File: src/fads_pkg.sv
package fads_pkg;

    // sample, word and select widths
    localparam int ADC_W      = 14;
    localparam int WORD_W     = 32;
    localparam int N_CHAN_MAX = 6;
    localparam int SEL_W      = 3;
    localparam int CLASS_W    = 6;

    // class vector bits, same positions as the classification byte
    localparam int CLS_LOW_INT  = 0;
    localparam int CLS_POS_INT  = 1;
    localparam int CLS_HIGH_INT = 2;
    localparam int CLS_LOW_W    = 3;
    localparam int CLS_POS_W    = 4;
    localparam int CLS_HIGH_W   = 5;
    localparam int CLS_POSITIVE = 7;

    // cleared peak, most negative two's complement sample
    localparam logic signed [ADC_W-1:0] SAMPLE_MIN = {1'b1, {(ADC_W-1){1'b0}}};

    // reset defaults
    localparam logic signed [ADC_W-1:0] DEF_MIN_INT    = -14'sd250;
    localparam logic signed [ADC_W-1:0] DEF_LOW_INT    = -14'sd240;
    localparam logic signed [ADC_W-1:0] DEF_HIGH_INT   = 14'sd500;
    localparam logic [WORD_W-1:0]       DEF_MIN_W      = 32'd1;
    localparam logic [WORD_W-1:0]       DEF_LOW_W      = 32'd4;
    localparam logic [WORD_W-1:0]       DEF_HIGH_W     = 32'd64;
    localparam logic [WORD_W-1:0]       DEF_ENABLED    = 32'd0;
    localparam logic [SEL_W-1:0]        DEF_SENSE      = 3'd0;
    localparam logic [WORD_W-1:0]       DEF_SORT_DELAY = 32'd31250;
    localparam logic [WORD_W-1:0]       DEF_SORT_DUR   = 32'd125000;

    // register map, byte offsets inside the 20-bit decode window
    localparam logic [19:0] REG_CH_STRIDE  = 20'h00020;
    localparam logic [19:0] REG_MIN_INT    = 20'h00000;
    localparam logic [19:0] REG_LOW_INT    = 20'h00004;
    localparam logic [19:0] REG_HIGH_INT   = 20'h00008;
    localparam logic [19:0] REG_MIN_W      = 20'h00010;
    localparam logic [19:0] REG_LOW_W      = 20'h00014;
    localparam logic [19:0] REG_HIGH_W     = 20'h00018;
    localparam logic [19:0] REG_POS_CNT    = 20'h00100;
    localparam logic [19:0] REG_NEG_CNT    = 20'h00104;
    localparam logic [19:0] REG_DROPLET_ID = 20'h00108;
    localparam logic [19:0] REG_CLASS      = 20'h0010c;
    localparam logic [19:0] REG_ENABLED    = 20'h00300;
    localparam logic [19:0] REG_SENSE      = 20'h00304;
    localparam logic [19:0] REG_SORT_DELAY = 20'h00308;
    localparam logic [19:0] REG_SORT_DUR   = 20'h0030c;

    // bus word, raw or as a signed intensity threshold
    typedef union packed {
        logic [WORD_W-1:0] raw;
        struct packed {
            logic [WORD_W-ADC_W-1:0] pad;
            logic signed [ADC_W-1:0] intensity;
        } intens;
    } bus_word_u;

endpackage

File: src/fads_channel.sv
`timescale 1ns/10ps

module fads_channel import fads_pkg::*; #(
    parameter int CH_INDEX = 0
) (
    input  logic                    adc_clk_i,
    input  logic                    fads_reset,
    input  logic signed [ADC_W-1:0] adc_a_i,
    input  logic [SEL_W-1:0]        mux_addr_i,
    input  logic                    signal_stable_i,
    input  logic                    clear_i,
    input  logic                    acquire_i,
    input  logic signed [ADC_W-1:0] min_int_i,
    input  logic signed [ADC_W-1:0] low_int_i,
    input  logic signed [ADC_W-1:0] high_int_i,
    input  logic [WORD_W-1:0]       min_w_i,
    input  logic [WORD_W-1:0]       low_w_i,
    input  logic [WORD_W-1:0]       high_w_i,
    output logic                    above_min_o,
    output logic [CLASS_W-1:0]      cls_o
);

    logic                    own;
    logic                    w_ok;
    logic signed [ADC_W-1:0] peak;
    logic [WORD_W-1:0]       width;

    // settled sample from this channel's mux slot
    assign own         = signal_stable_i && (mux_addr_i == SEL_W'(CH_INDEX));
    assign above_min_o = own && (adc_a_i >= min_int_i);

    always_ff @(posedge adc_clk_i) begin
        if (fads_reset) begin
            peak  <= SAMPLE_MIN;
            width <= '0;
        end else if (clear_i) begin
            peak  <= above_min_o ? adc_a_i : SAMPLE_MIN;
            width <= above_min_o ? WORD_W'(1) : '0;
        end else if (acquire_i && own) begin
            if (adc_a_i > peak) begin
                peak <= adc_a_i;
            end
            // width counts own samples over the minimum
            if (above_min_o) begin
                width <= width + WORD_W'(1);
            end
        end
    end

    // intensity bands
    assign cls_o[CLS_LOW_INT]  = (peak >= min_int_i) && (peak < low_int_i);
    assign cls_o[CLS_POS_INT]  = (peak >= low_int_i) && (peak < high_int_i);
    assign cls_o[CLS_HIGH_INT] = (peak >= high_int_i);

    // width bands, all gated by min width
    assign w_ok                = (width >= min_w_i);
    assign cls_o[CLS_LOW_W]    = w_ok && (width < low_w_i);
    assign cls_o[CLS_POS_W]    = w_ok && (width >= low_w_i) && (width < high_w_i);
    assign cls_o[CLS_HIGH_W]   = w_ok && (width >= high_w_i);

endmodule

File: src/fads_regs.sv
`timescale 1ns/10ps

module fads_regs import fads_pkg::*; #(
    parameter int N_CHAN = N_CHAN_MAX
) (
    input  logic                    adc_clk_i,
    input  logic                    fads_reset,
    input  logic [31:0]             sys_addr_i,
    input  bus_word_u               sys_wdata_i,
    input  logic                    sys_wen_i,
    input  logic                    sys_ren_i,
    input  logic [WORD_W-1:0]       pos_cnt_i,
    input  logic [WORD_W-1:0]       neg_cnt_i,
    input  logic [WORD_W-1:0]       droplet_id_i,
    input  logic [7:0]              class_byte_i,
    output bus_word_u               sys_rdata_o,
    output logic                    sys_ack_o,
    output logic signed [ADC_W-1:0] min_int_o  [N_CHAN],
    output logic signed [ADC_W-1:0] low_int_o  [N_CHAN],
    output logic signed [ADC_W-1:0] high_int_o [N_CHAN],
    output logic [WORD_W-1:0]       min_w_o    [N_CHAN],
    output logic [WORD_W-1:0]       low_w_o    [N_CHAN],
    output logic [WORD_W-1:0]       high_w_o   [N_CHAN],
    output logic [N_CHAN-1:0]       enabled_o,
    output logic [SEL_W-1:0]        sense_addr_o,
    output logic [WORD_W-1:0]       sort_delay_o,
    output logic [WORD_W-1:0]       sort_duration_o
);

    logic [19:0]             addr;
    logic [19:0]             ch_idx;
    logic [19:0]             ch_off;
    logic                    ch_hit;
    logic [SEL_W-1:0]        ch;
    logic signed [ADC_W-1:0] rd_thr;
    bus_word_u               rd_word;

    // channel block index and offset inside the block
    assign addr   = sys_addr_i[19:0];
    assign ch_idx = addr / REG_CH_STRIDE;
    assign ch_off = addr % REG_CH_STRIDE;
    assign ch_hit = (ch_idx < N_CHAN);
    assign ch     = ch_idx[SEL_W-1:0];

    always_ff @(posedge adc_clk_i) begin
        if (fads_reset) begin
            for (int i = 0; i < N_CHAN; i++) begin
                min_int_o[i]  <= DEF_MIN_INT;
                low_int_o[i]  <= DEF_LOW_INT;
                high_int_o[i] <= DEF_HIGH_INT;
                min_w_o[i]    <= DEF_MIN_W;
                low_w_o[i]    <= DEF_LOW_W;
                high_w_o[i]   <= DEF_HIGH_W;
            end
            enabled_o       <= DEF_ENABLED[N_CHAN-1:0];
            sense_addr_o    <= DEF_SENSE;
            sort_delay_o    <= DEF_SORT_DELAY;
            sort_duration_o <= DEF_SORT_DUR;
        end else if (sys_wen_i) begin
            if (ch_hit) begin
                // intensity thresholds take the low ADC_W bits only
                case (ch_off)
                    REG_MIN_INT:  min_int_o[ch]  <= sys_wdata_i.intens.intensity;
                    REG_LOW_INT:  low_int_o[ch]  <= sys_wdata_i.intens.intensity;
                    REG_HIGH_INT: high_int_o[ch] <= sys_wdata_i.intens.intensity;
                    REG_MIN_W:    min_w_o[ch]    <= sys_wdata_i.raw;
                    REG_LOW_W:    low_w_o[ch]    <= sys_wdata_i.raw;
                    REG_HIGH_W:   high_w_o[ch]   <= sys_wdata_i.raw;
                    default: ;
                endcase
            end
            case (addr)
                REG_ENABLED:    enabled_o       <= sys_wdata_i.raw[N_CHAN-1:0];
                REG_SENSE:      sense_addr_o    <= sys_wdata_i.raw[SEL_W-1:0];
                REG_SORT_DELAY: sort_delay_o    <= sys_wdata_i.raw;
                REG_SORT_DUR:   sort_duration_o <= sys_wdata_i.raw;
                default: ;
            endcase
        end
    end

    // intensity threshold of the addressed channel
    always_comb begin
        case (ch_off)
            REG_LOW_INT:  rd_thr = low_int_o[ch];
            REG_HIGH_INT: rd_thr = high_int_o[ch];
            default:      rd_thr = min_int_o[ch];
        endcase
    end

    // read mux, unmapped words give 0
    always_comb begin
        rd_word.raw = '0;
        if (ch_hit) begin
            case (ch_off)
                REG_MIN_INT, REG_LOW_INT, REG_HIGH_INT: begin
                    // sign extended into the pad bits
                    rd_word.intens.pad       = {(WORD_W-ADC_W){rd_thr[ADC_W-1]}};
                    rd_word.intens.intensity = rd_thr;
                end
                REG_MIN_W:  rd_word.raw = min_w_o[ch];
                REG_LOW_W:  rd_word.raw = low_w_o[ch];
                REG_HIGH_W: rd_word.raw = high_w_o[ch];
                default: ;
            endcase
        end else begin
            case (addr)
                REG_POS_CNT:    rd_word.raw = pos_cnt_i;
                REG_NEG_CNT:    rd_word.raw = neg_cnt_i;
                REG_DROPLET_ID: rd_word.raw = droplet_id_i;
                REG_CLASS:      rd_word.raw = WORD_W'(class_byte_i);
                REG_ENABLED:    rd_word.raw = WORD_W'(enabled_o);
                REG_SENSE:      rd_word.raw = WORD_W'(sense_addr_o);
                REG_SORT_DELAY: rd_word.raw = sort_delay_o;
                REG_SORT_DUR:   rd_word.raw = sort_duration_o;
                default: ;
            endcase
        end
    end

    // one-cycle acknowledge for any strobe
    always_ff @(posedge adc_clk_i) begin
        if (fads_reset) begin
            sys_ack_o <= 1'b0;
        end else begin
            sys_ack_o <= sys_wen_i | sys_ren_i;
        end
    end

    // read data valid together with the acknowledge
    always_ff @(posedge adc_clk_i) begin
        if (sys_ren_i) begin
            sys_rdata_o <= rd_word;
        end
    end

endmodule

File: src/fads_sequencer.sv
`timescale 1ns/10ps

module fads_sequencer import fads_pkg::*; #(
    parameter int N_CHAN = N_CHAN_MAX
) (
    input  logic              adc_clk_i,
    input  logic              fads_reset,
    input  logic              signal_stable_i,
    input  logic [SEL_W-1:0]  mux_addr_i,
    input  logic [N_CHAN-1:0] above_min_i,
    input  logic              positive_i,
    input  logic [N_CHAN-1:0] enabled_i,
    input  logic [SEL_W-1:0]  sense_addr_i,
    input  logic [WORD_W-1:0] sort_delay_i,
    input  logic [WORD_W-1:0] sort_duration_i,
    output logic              clear_o,
    output logic              acquire_o,
    output logic              eval_o,
    output logic [N_CHAN-1:0] muxing_channels_o,
    output logic              sort_trig_o
);

    // state encoding
    localparam logic [2:0] S_WAIT    = 3'd0;
    localparam logic [2:0] S_ACQUIRE = 3'd1;
    localparam logic [2:0] S_EVAL    = 3'd2;
    localparam logic [2:0] S_DELAY   = 3'd3;
    localparam logic [2:0] S_SORT    = 3'd4;

    logic [2:0]        state;
    logic [WORD_W-1:0] cnt;
    logic [WORD_W-1:0] cnt_next;
    logic [N_CHAN-1:0] sense_hot;
    logic              sense_start;
    logic              sense_end;

    assign sense_hot = {{(N_CHAN-1){1'b0}}, 1'b1} << sense_addr_i;
    assign cnt_next  = cnt + WORD_W'(1);

    // droplet edge on the sensing channel
    assign sense_start = above_min_i[sense_addr_i];
    // first stable sensing sample under the minimum
    assign sense_end   = signal_stable_i && (mux_addr_i == sense_addr_i) &&
                         !above_min_i[sense_addr_i];

    always_ff @(posedge adc_clk_i) begin
        if (fads_reset) begin
            state <= S_WAIT;
            cnt   <= '0;
        end else begin
            case (state)
                S_WAIT: begin
                    if (sense_start) begin
                        state <= S_ACQUIRE;
                    end
                end
                S_ACQUIRE: begin
                    if (sense_end) begin
                        state <= S_EVAL;
                    end
                end
                S_EVAL: begin
                    cnt <= '0;
                    // zero delay goes straight to the trigger
                    if (!positive_i) begin
                        state <= S_WAIT;
                    end else if (sort_delay_i == '0) begin
                        state <= S_SORT;
                    end else begin
                        state <= S_DELAY;
                    end
                end
                S_DELAY: begin
                    if (cnt_next >= sort_delay_i) begin
                        cnt   <= '0;
                        state <= S_SORT;
                    end else begin
                        cnt <= cnt_next;
                    end
                end
                S_SORT: begin
                    if (cnt_next >= sort_duration_i) begin
                        state <= S_WAIT;
                    end else begin
                        cnt <= cnt_next;
                    end
                end
                default: state <= S_WAIT;
            endcase
        end
    end

    assign clear_o     = (state == S_WAIT) && sense_start;
    assign acquire_o   = (state == S_ACQUIRE);
    assign eval_o      = (state == S_EVAL);
    assign sort_trig_o = (state == S_SORT);

    // only the sensing channel is muxed while idle
    assign muxing_channels_o = (state == S_WAIT) ? sense_hot : (enabled_i | sense_hot);

endmodule

File: src/fads_verdict.sv
`timescale 1ns/10ps

module fads_verdict import fads_pkg::*; #(
    parameter int N_CHAN = N_CHAN_MAX
) (
    input  logic               adc_clk_i,
    input  logic               fads_reset,
    input  logic [CLASS_W-1:0] cls_i [N_CHAN],
    input  logic [N_CHAN-1:0]  active_i,
    input  logic               eval_i,
    output logic               positive_o,
    output logic [WORD_W-1:0]  pos_cnt_o,
    output logic [WORD_W-1:0]  neg_cnt_o,
    output logic [WORD_W-1:0]  droplet_id_o,
    output logic [7:0]         class_byte_o
);

    logic [N_CHAN-1:0]  ch_pos;
    logic [CLASS_W-1:0] cls_or;
    logic [7:0]         class_next;

    // per-channel in-band flags and OR of active channel classes
    always_comb begin
        cls_or = '0;
        for (int i = 0; i < N_CHAN; i++) begin
            ch_pos[i] = cls_i[i][CLS_POS_INT] & cls_i[i][CLS_POS_W];
            if (active_i[i]) begin
                cls_or = cls_or | cls_i[i];
            end
        end
    end

    // inactive channels do not veto
    assign positive_o = &(ch_pos | ~active_i);

    always_comb begin
        class_next               = 8'(cls_or);
        class_next[CLS_POSITIVE] = positive_o;
    end

    always_ff @(posedge adc_clk_i) begin
        if (fads_reset) begin
            pos_cnt_o    <= '0;
            neg_cnt_o    <= '0;
            droplet_id_o <= '0;
            class_byte_o <= '0;
        end else if (eval_i) begin
            droplet_id_o <= droplet_id_o + WORD_W'(1);
            class_byte_o <= class_next;
            // not positive means negative
            if (positive_o) begin
                pos_cnt_o <= pos_cnt_o + WORD_W'(1);
            end else begin
                neg_cnt_o <= neg_cnt_o + WORD_W'(1);
            end
        end
    end

endmodule

File: src/fads_top.sv
`timescale 1ns/10ps

module fads_top import fads_pkg::*; #(
    parameter int N_CHAN = N_CHAN_MAX
) (
    input  logic                    adc_clk_i,
    input  logic                    fads_reset,
    input  logic signed [ADC_W-1:0] adc_a_i,
    input  logic [SEL_W-1:0]        mux_addr_i,
    input  logic                    signal_stable_i,
    input  logic [31:0]             sys_addr_i,
    input  bus_word_u               sys_wdata_i,
    input  logic                    sys_wen_i,
    input  logic                    sys_ren_i,
    output bus_word_u               sys_rdata_o,
    output logic                    sys_ack_o,
    output logic                    sort_trig_o,
    output logic [N_CHAN-1:0]       muxing_channels_o
);

    // thresholds per channel
    logic signed [ADC_W-1:0] min_int  [N_CHAN];
    logic signed [ADC_W-1:0] low_int  [N_CHAN];
    logic signed [ADC_W-1:0] high_int [N_CHAN];
    logic [WORD_W-1:0]       min_w    [N_CHAN];
    logic [WORD_W-1:0]       low_w    [N_CHAN];
    logic [WORD_W-1:0]       high_w   [N_CHAN];

    // control words
    logic [N_CHAN-1:0]  enabled_channels;
    logic [SEL_W-1:0]   sense_addr;
    logic [WORD_W-1:0]  sort_delay;
    logic [WORD_W-1:0]  sort_duration;

    // sequencing and results
    logic               clear;
    logic               acquire;
    logic               eval;
    logic               positive;
    logic [N_CHAN-1:0]  above_min;
    logic [CLASS_W-1:0] cls [N_CHAN];
    logic [WORD_W-1:0]  pos_cnt;
    logic [WORD_W-1:0]  neg_cnt;
    logic [WORD_W-1:0]  droplet_id;
    logic [7:0]         class_byte;

    fads_regs #(.N_CHAN(N_CHAN)) u_regs (
        .adc_clk_i, .fads_reset, .sys_addr_i, .sys_wdata_i, .sys_wen_i, .sys_ren_i,
        .pos_cnt_i(pos_cnt), .neg_cnt_i(neg_cnt), .droplet_id_i(droplet_id),
        .class_byte_i(class_byte), .sys_rdata_o, .sys_ack_o,
        .min_int_o(min_int), .low_int_o(low_int), .high_int_o(high_int),
        .min_w_o(min_w), .low_w_o(low_w), .high_w_o(high_w),
        .enabled_o(enabled_channels), .sense_addr_o(sense_addr),
        .sort_delay_o(sort_delay), .sort_duration_o(sort_duration)
    );

    fads_sequencer #(.N_CHAN(N_CHAN)) u_seq (
        .adc_clk_i, .fads_reset, .signal_stable_i, .mux_addr_i,
        .above_min_i(above_min), .positive_i(positive), .enabled_i(enabled_channels),
        .sense_addr_i(sense_addr), .sort_delay_i(sort_delay),
        .sort_duration_i(sort_duration), .clear_o(clear), .acquire_o(acquire),
        .eval_o(eval), .muxing_channels_o, .sort_trig_o
    );

    // one tracker per detector channel
    for (genvar i = 0; i < N_CHAN; i++) begin : g_chan
        fads_channel #(.CH_INDEX(i)) u_chan (
            .adc_clk_i, .fads_reset, .adc_a_i, .mux_addr_i, .signal_stable_i,
            .clear_i(clear), .acquire_i(acquire),
            .min_int_i(min_int[i]), .low_int_i(low_int[i]), .high_int_i(high_int[i]),
            .min_w_i(min_w[i]), .low_w_i(low_w[i]), .high_w_i(high_w[i]),
            .above_min_o(above_min[i]), .cls_o(cls[i])
        );
    end

    fads_verdict #(.N_CHAN(N_CHAN)) u_verdict (
        .adc_clk_i, .fads_reset, .cls_i(cls), .active_i(muxing_channels_o),
        .eval_i(eval), .positive_o(positive), .pos_cnt_o(pos_cnt),
        .neg_cnt_o(neg_cnt), .droplet_id_o(droplet_id), .class_byte_o(class_byte)
    );

endmodule

File: config.mk
export PLATFORM = sky130hd
export DESIGN_NAME = fads_top
export DESIGN_NICKNAME = d
export VERILOG_FILES = /design/src/fads_pkg.sv /design/src/fads_channel.sv /design/src/fads_regs.sv /design/src/fads_sequencer.sv /design/src/fads_verdict.sv /design/src/fads_top.sv
export SDC_FILE = /design/constraint.sdc
export NUM_CORES = 2
export LEC_CHECK = 0
export ABC_AREA = 1
export BUFFER_PORTS_ARGS = -buffer_cell sky130_fd_sc_hd__clkbuf_2
export CAP_MARGIN = 20
export CORE_MARGIN = 1.5
export CORE_UTILIZATION = 60
export CTS_BUF_LIST = sky130_fd_sc_hd__clkbuf_8
export CTS_CLUSTER_DIAMETER = 50
export DETAILED_ROUTE_END_ITERATION = 10
export PLACE_DENSITY = 0.76
export SKIP_LAST_GASP = 1
export SLEW_MARGIN = 30
export SYNTH_ARGS = -nofsm -noshare
export SYNTH_HDL_FRONTEND = slang
export SYNTH_HIERARCHICAL = 1
export SYNTH_SLANG_ARGS = --single-unit
File: constraint.sdc
create_clock -name adc_clk_i -period 8.6 [get_ports adc_clk_i]
set_input_delay 0.86 -clock adc_clk_i [delete_from_list [all_inputs] [get_ports adc_clk_i]]
set_output_delay 0.86 -clock adc_clk_i [all_outputs]
set_load 0.05 [all_outputs]
* Word level (Yosys, flattened, before mapping)
Cells that the tools add are included.
Widths: inputs -> output; s select.
** Operators by class
- Eq/ne operators :: 28
- Add/subtract/negate cells :: 10
- Bitwise operators :: 17
- Muxes and demuxes :: 99
- Reduce and logical (&&, ||, !) cells :: 110
- Shift-type cells :: 1
- $lt $le $gt $ge :: 78
- Divide/modulo/power cells :: 0
- $mul :: 0
** Operators with widths (number)
- $mux 32 :: 28
- $ge 32x32->1 :: 20
- $bwmux 192 :: 3
- $mux 14 :: 31
- $lt 32x32->1 :: 12
- $ge 14x14->1 :: 24
- $add 32x1->32 const B :: 10
- $bmux 32 s3 :: 3
- $pmux 32 s8 :: 1
- $bwmux 84 :: 3
- $lt 14x14->1 :: 12
- $pmux 32 s4 :: 1
- $bmux 14 s3 :: 3
- $demux 32 s3 :: 1
- $pmux 32 s3 :: 1
- $gt 14x14->1 :: 6
- $eq 20x10->1 const B :: 4
- $eq 20x9->1 const B :: 4
- $logic_and 1x1->1 :: 58
- $demux 14 s3 :: 1
- $mux 6 :: 7
- $or 6x6->6 :: 7
- $reduce_and 2->1 :: 18
- $reduce_bool 2->1 :: 18
- other kinds (34) :: 67
** Storage, ports and cells
- Memory bits (writable) :: 0
- Latch bits :: 0
- Output and inout bits :: 40
- Memory bits (read-only) :: 0
- Bits in registers :: 1348
- Memories kept :: 0

* Depth between registers and ports, before layout
- Word-level depth :: 14
- Depth in mapped cells :: 25
- Mapped depth without buffers :: 25

* Hierarchy
The synthesis kept the hierarchy.
** By module, submodules not included
- fads_regs :: area an instance 43020.0 µm², cells each 6766, instances 1, seq. area each 19018.2 µm²
- fads_channel (g_chan[1].u_chan ...) :: area an instance 7211.9 µm², cells each 1092, instances 3, seq. area each 920.9 µm²
- fads_channel (g_chan[3].u_chan ...) :: area an instance 7213.2 µm², cells each 1091, instances 2, seq. area each 920.9 µm²
- fads_channel (g_chan[0].u_chan) :: area an instance 7030.5 µm², cells each 1092, instances 1, seq. area each 920.9 µm²
- fads_verdict :: area an instance 5898.2 µm², cells each 929, instances 1, seq. area each 2062.0 µm²
- fads_sequencer :: area an instance 4449.3 µm², cells each 743, instances 1, seq. area each 700.7 µm²

* Least setup slack after synthesis
Ideal clock, no wire load.
- Kind :: input port to flip-flop
- Start :: input port adc_a_i[13]
- End :: register g_chan[1].u_chan.width[11]
- Arrival time :: 3484 ps
- Slack :: 4975 ps
- Library setup time :: 141 ps
- Stages on the path :: 21
- Path buffers :: 2
- Cells stage by stage :: ha_1 -> nand2_1 -> nor2_2 -> inv_2 -> nor2_4 -> nand2_1 -> nand2_1 -> nand2_1 -> nand3_4 -> nand2_2 -> inv_1 -> nand2_1 -> nand2_1 -> nand3_1 -> a21boi_0 -> nor2_1 -> inv_1 -> clkbuf_1 -> buf_2 -> nand3_1 -> a21oi_2
** Between the ends
- Cells in the longest elaborated chain, start to end :: 7
- Elaborated cells on any way between the ends :: 19
- Classes of those cells :: order compare (6); mux (3); reduce/logical (10)
** RTL lines
- start: declaration :: RTL line fads_top.sv:8 : input logic signed [ADC_W-1:0] adc_a_i,
- $ge 14x14->1 (*) :: RTL line fads_channel.sv:30 : assign above_min_o = own && (adc_a_i >= min_int_i);
- $logic_and 1x1->1 (*) :: RTL line fads_channel.sv:30
- via above_min[5] :: RTL line fads_top.sv:40 : logic [N_CHAN-1:0] above_min;
- $bmux 1 s3 (*) :: RTL line fads_sequencer.sv:41 : assign sense_start = above_min_i[sense_addr_i];
- $mux 1 (not written as such) (*) :: RTL line fads_sequencer.sv:41
- $logic_and 1x1->1 (*) :: RTL line fads_sequencer.sv:93 : assign clear_o = (state == S_WAIT) && sense_start;
- via clear :: RTL line fads_top.sv:36 : logic clear;
- $reduce_bool 2->1 (no line)
- $reduce_and 2->1 (no line)
- end signal: assignment :: RTL line fads_channel.sv:38 : width <= above_min_o ? WORD_W'(1) : '0;
- end signal: assignment :: RTL line fads_channel.sv:45 : width <= width + WORD_W'(1);
- end: declaration :: RTL line fads_channel.sv:26 : logic [WORD_W-1:0] width;
The timed path passes the listed nets; every way through them passes the cells marked *. The select of a mux whose other input is x is not followed.
A chain may end at the register's enable or synchronous reset.

* Worst setup path after layout
- Start :: input port adc_a_i[13]
- End :: register g_chan[1].u_chan.peak[5]
** Between the ends
- Cells in the longest elaborated chain, start to end :: 7
- Elaborated cells on any way between the ends :: 21
- Classes of those cells :: order compare (7); mux (4); reduce/logical (10)
** RTL lines
- $ge 14x14->1 (*) :: RTL line fads_channel.sv:30
- $logic_and 1x1->1 (*) :: RTL line fads_channel.sv:30
- via above_min[1] :: RTL line fads_top.sv:40
- $bmux 1 s3 (*) :: RTL line fads_sequencer.sv:41
- $mux 1 (not written as such) (*) :: RTL line fads_sequencer.sv:41
- $logic_and 1x1->1 (*) :: RTL line fads_sequencer.sv:93
- via clear :: RTL line fads_top.sv:36
- $reduce_bool 2->1 (no line)
- $reduce_and 2->1 (no line)
- end signal: assignment :: RTL line fads_channel.sv:37 : peak <= above_min_o ? adc_a_i : SAMPLE_MIN;
- end signal: assignment :: RTL line fads_channel.sv:41 : peak <= adc_a_i;
- end: declaration :: RTL line fads_channel.sv:25 : logic signed [ADC_W-1:0] peak;
Marked as above.

==> flow_summary_export.csv <==
group,metric,value,unit
place,portBuffers,113,
cells_and_area,finalNetCount,15900,
sta,setup_viol,0,
cells_and_area,fin_cells,17000,
cells_and_area,drive_gt1_frac,0.0708,
clock_network,cts_resized,0,
detailed_routing,route.vias.total,103000,
logic_synthesis,synth-main-ff-cell,"dfxtp_1",
power,cellPowerDensity,149,nW/µm²
sta,tns,0,ps
clock_network,clockBufferDepth,3,
power,power_switching_share,0.312,
logic_synthesis,synthArstFlopShare,0,
logic_synthesis,synth_area_leaders,"dfxtp_1 (27%), nand2_1 (16%), ha_1 (14%)",
logic_synthesis,synth_nets,16100,
floorplanning,die-area,163000,µm²
detailed_routing,dr.first_iter.drc_count,15200,
worst_hold_path,min_path_cells,3,
run,cap_violations,0,
floorplanning,die_w,404,µm
logic_synthesis,yosysTopAreaCellShare,0.273,
global_route,antenna_found_initial,34,
sta,fin_crit_sh,0.636,
sta,hold-worst-slack,247,ps
power,p_leak,48.3,nW
floorplanning,coreArea,159000,µm²
logic_synthesis,synth_edf_count,32,
status,status,"finished clean",
sta,rsz0062_at_grt,"no",
floorplanning,row_count,146,
logic_synthesis,synthCells,15000,
global_route,grt_pass1_wl,581,mm
cells_and_area,fillers,14900,
logic_synthesis,synth_seq_cells,1348,
sta,slew_viol_final,0,
power,power.internal,10.5,mW
place,gp_congestion,1.05,
worst_hold_path,hold_class,"in -> reg",
critical_path,critical_path_class,"in -> reg",
sta,fmax,183,MHz
power,seq_power_share,0.427,
detailed_routing,drc,0,
critical_path,reg2regPathDepth,22,
power,p_total,15.3,mW
global_route,grt_pass1_vias,93700,
critical_path,crit_path_end_kind,"flop",
cells_and_area,area_delta_synth_final,6.40,%
clock_network,cts_tree,"built",
logic_synthesis,synth_cell_type_count,64,
detailed_routing,drt_pre_antenna_iters,10,
clock_network,h-tree-depth,4,
critical_path,crit_required,9510,ps
logic_synthesis,ys_seq_area_frac,0.283,
global_route,grt_overflow,0,
place,placed_cells,16600,
clock_network,insertion_delay,1040,ps
power,power.share.clock,0.427,
power,switchingPower,4.77,mW
critical_path,path_max_fanout,56,
sta,worstMarginPinSlew,1170,ps
critical_path,r2r-end,"g_chan[1].u_chan/peak[5]",
clock_network,numClockSinks,1348,
detailed_routing,drt-vias-per-instance,6.05,
critical_path,cp-start-kind,"primary input",
logic_synthesis,yosys.area.top_type,"dfxtp_1",
floorplanning,start_util,0.607,
sta,slew-limit-headroom,0.222,
detailed_routing,drt-total-wl,400,mm
sta,setup_ws,3130,ps
critical_path,arrival,6380,ps
power,power.share.combinational,0.146,
clock_network,path_clk_slew,60,ps
critical_path,r2r_slack,3180,ps
worst_hold_path,min_from,"sys_wen_i",
clock_network,post_cts_buffers,0,
logic_synthesis,syn_area_per_cell,6.44,µm²
sta,fin_skew,52.2,ps
logic_synthesis,synth_area,96500,µm²
clock_network,cts-root-buf,"clkbuf_8",
detailed_routing,antenna_left,0,
place,hpwl,290,mm
floorplanning,num_io_pins,126,
global_route,grt_start_max_net_pins,233,
clock_network,hold_buffers,0,
detailed_routing,wl_per_cell,23.5,µm
critical_path,rr_startpoint,"u_regs/min_int_o[63]",
logic_synthesis,ys_warn_count,6,
power,peakVddDrop,0.173,mV
place,dp_slack,2370,ps
clock_network,cts_buffers,238,
sta,finalCriticalPeriod,5470,ps
worst_hold_path,min_delay_worst_endpoint,"u_regs/sys_ack_o",
sta,hold_violations,0,
floorplanning,die_h,404,µm
global_route,track_usage,0.472,
-- routing by layer --
| metal | vias to the layer above | global-route usage | share of wire |
|---|---|---|---|
| li1 | 47600 | - | - |
| met1 | 47400 | 0.613 | 0.38 |
| met2 | 6786 | 0.662 | 0.39 |
| met3 | 1366 | 0.170 | 0.15 |
| met4 | 26 | 0.291 | 0.069 |
| met5 | - | 0 | 0.00041 |
-- worst max-delay path, cell delays in order --
cell      delay (ps)
clkbuf_2         370
buf_4            370
ha_1             320
nand2_1          110
inv_1             50
nand2_1           50
nand2_1           40
a21oi_1          170
nand3_1          140
nand3_4          210
nand2_2          100
inv_1            290
nand3_1          120
nand4_1          130
a21boi_0         180
nor2_4           670
buf_4            660
clkinv_1         140
buf_4            330
nand2_1          460
nor2_1           290
nand2_1          160
nand2_1           60
-- final cells by class --
| type | count | area [µm²] | area share |
|---|---|---|---|
| Antenna cell | 18 | 45.0 | 0.000439 |
| Clock buffer | 313 | 4310 | 0.0420 |
| Clock inverter | 117 | 823 | 0.00802 |
| Inverter | 1672 | 6300 | 0.0614 |
| Multi-Input combinational cell | 11300 | 59800 | 0.582 |
| Sequential cell | 1348 | 27300 | 0.266 |
| Tap cell | 2072 | 2590 | 0.0253 |
| Timing Repair Buffer | 220 | 1480 | 0.0144 |
-- power by group through the flow --
stage / Combinational [mW] / Sequential (mW) / Clock (mW)
2_1_floorplan: 1.46 / 6.63 / 0
3_3_place_gp: 2.07 / 6.66 / 0
3_5_place_dp: 2.13 / 6.66 / 0
4_1_cts: 2.14 / 6.53 / 6.52
5_1_grt: 2.41 / 6.54 / 6.80
6_report: 2.24 / 6.53 / 6.53
-- worst max-delay path by stage --
stage	from	endpoint	slack (ps)	cells after the start
2_1_floorplan	adc_a_i[13]	g_chan[1].u_chan/width[11]	4980	21
3_3_place_gp	adc_a_i[13]	g_chan[1].u_chan/peak[12]	2390	23
3_5_place_dp	adc_a_i[13]	g_chan[1].u_chan/peak[2]	2370	23
4_1_cts	u_regs/min_int_o[63]	g_chan[1].u_chan/peak[6]	3390	22
5_1_grt	u_regs/min_int_o[63]	g_chan[1].u_chan/peak[7]	2830	22
6_report	adc_a_i[13]	g_chan[1].u_chan/peak[5]	3130	23
-- cell usage after synthesis (all sizes together), types with 7 or more instances --
cell type / instances
nand2: 4227
nor2: 2489
inv: 1660
dfxtp: 1316
ha: 1070
o21ai: 1010
a21oi: 824
nand3: 674
clkbuf: 463
nand4: 266
buf: 227
o211ai: 177
xor2: 158
nor3: 153
xnor2: 59
edfxtp: 32
nor4: 26
o21bai: 21
a211oi: 19
and3: 14
o21a: 13
clkinv: 12
nor3b: 11
a21o: 9
and2: 7
-- cells in the final DEF (no fill, tap or decap), types with 9 or more instances in the layout --
cell	synthesis	routed
nand2_1	4091	4088
nor2_1	2410	2400
inv_1	1624	1673
dfxtp_1	1316	1316
ha_1	1070	1070
o21ai_0	963	960
a21oi_1	718	718
nand3_1	618	618
clkbuf_8	1	313
nand4_1	265	265
o211ai_1	177	177
xor2_1	157	157
nor3_1	143	140
nand2_2	123	125
a21oi_2	106	106
clkbuf_2	0	106
buf_4	11	101
nor2_2	62	70
xnor2_1	59	59
o21ai_1	47	50
nand3_2	49	49
inv_2	36	44
edfxtp_1	32	32
clkinv_2	0	28
nor4_1	24	22
o21bai_1	21	21
nor2_4	17	19
a211oi_1	19	19
diode_2	0	18
and3_1	13	13
o21a_1	13	13
nor3_2	10	13
nand2_8	12	12
clkinvlp_4	0	11
clkinv_1	12	11
bufinv_16	0	10
a21o_1	9	9
-- logic make-up after synthesis --
family | count (synthesis) | synth area share
AOI/OAI and AO/OA | 2108 | 0.121
xor gates and xnor gates | 217 | 0.0198
adders and majority gates | 1070 | 0.139
buffers and inverters | 2362 | 0.0980
DFF | 1348 | 0.283
other | 1 | 0.0000389
and+or+nand+nor | 7882 | 0.339
-- sequential cells by signal (all words and copies together), names as in the netlist --
| register | flops |
|---|---|
| g_chan.u_chan/peak | 84 |
| g_chan.u_chan/width | 192 |
| u_regs/enabled_o | 6 |
| u_regs/high_int_o | 84 |
| u_regs/high_w_o | 192 |
| u_regs/low_int_o | 84 |
| u_regs/low_w_o | 192 |
| u_regs/min_int_o | 84 |
| u_regs/min_w_o | 192 |
| u_regs/sense_addr_o | 3 |
| u_regs/sort_delay_o | 32 |
| u_regs/sort_duration_o | 32 |
| u_regs/sys_ack_o | 1 |
| u_regs/sys_rdata_o | 32 |
| u_seq/cnt | 32 |
| u_seq/state | 3 |
| u_verdict/class_byte_o | 7 |
| u_verdict/droplet_id_o | 32 |
| u_verdict/neg_cnt_o | 32 |
| u_verdict/pos_cnt_o | 32 |
-- per-stage QoR --
step,cell area [µm²],utilization
final,103000,0.646
after floorplan,96500,-
after global placement,97400,0.613
after CTS,103000,0.645
after global routing,103000,0.646
after detailed placement,97400,0.613
No activity file was read; power rests on OpenSTA's default activity.
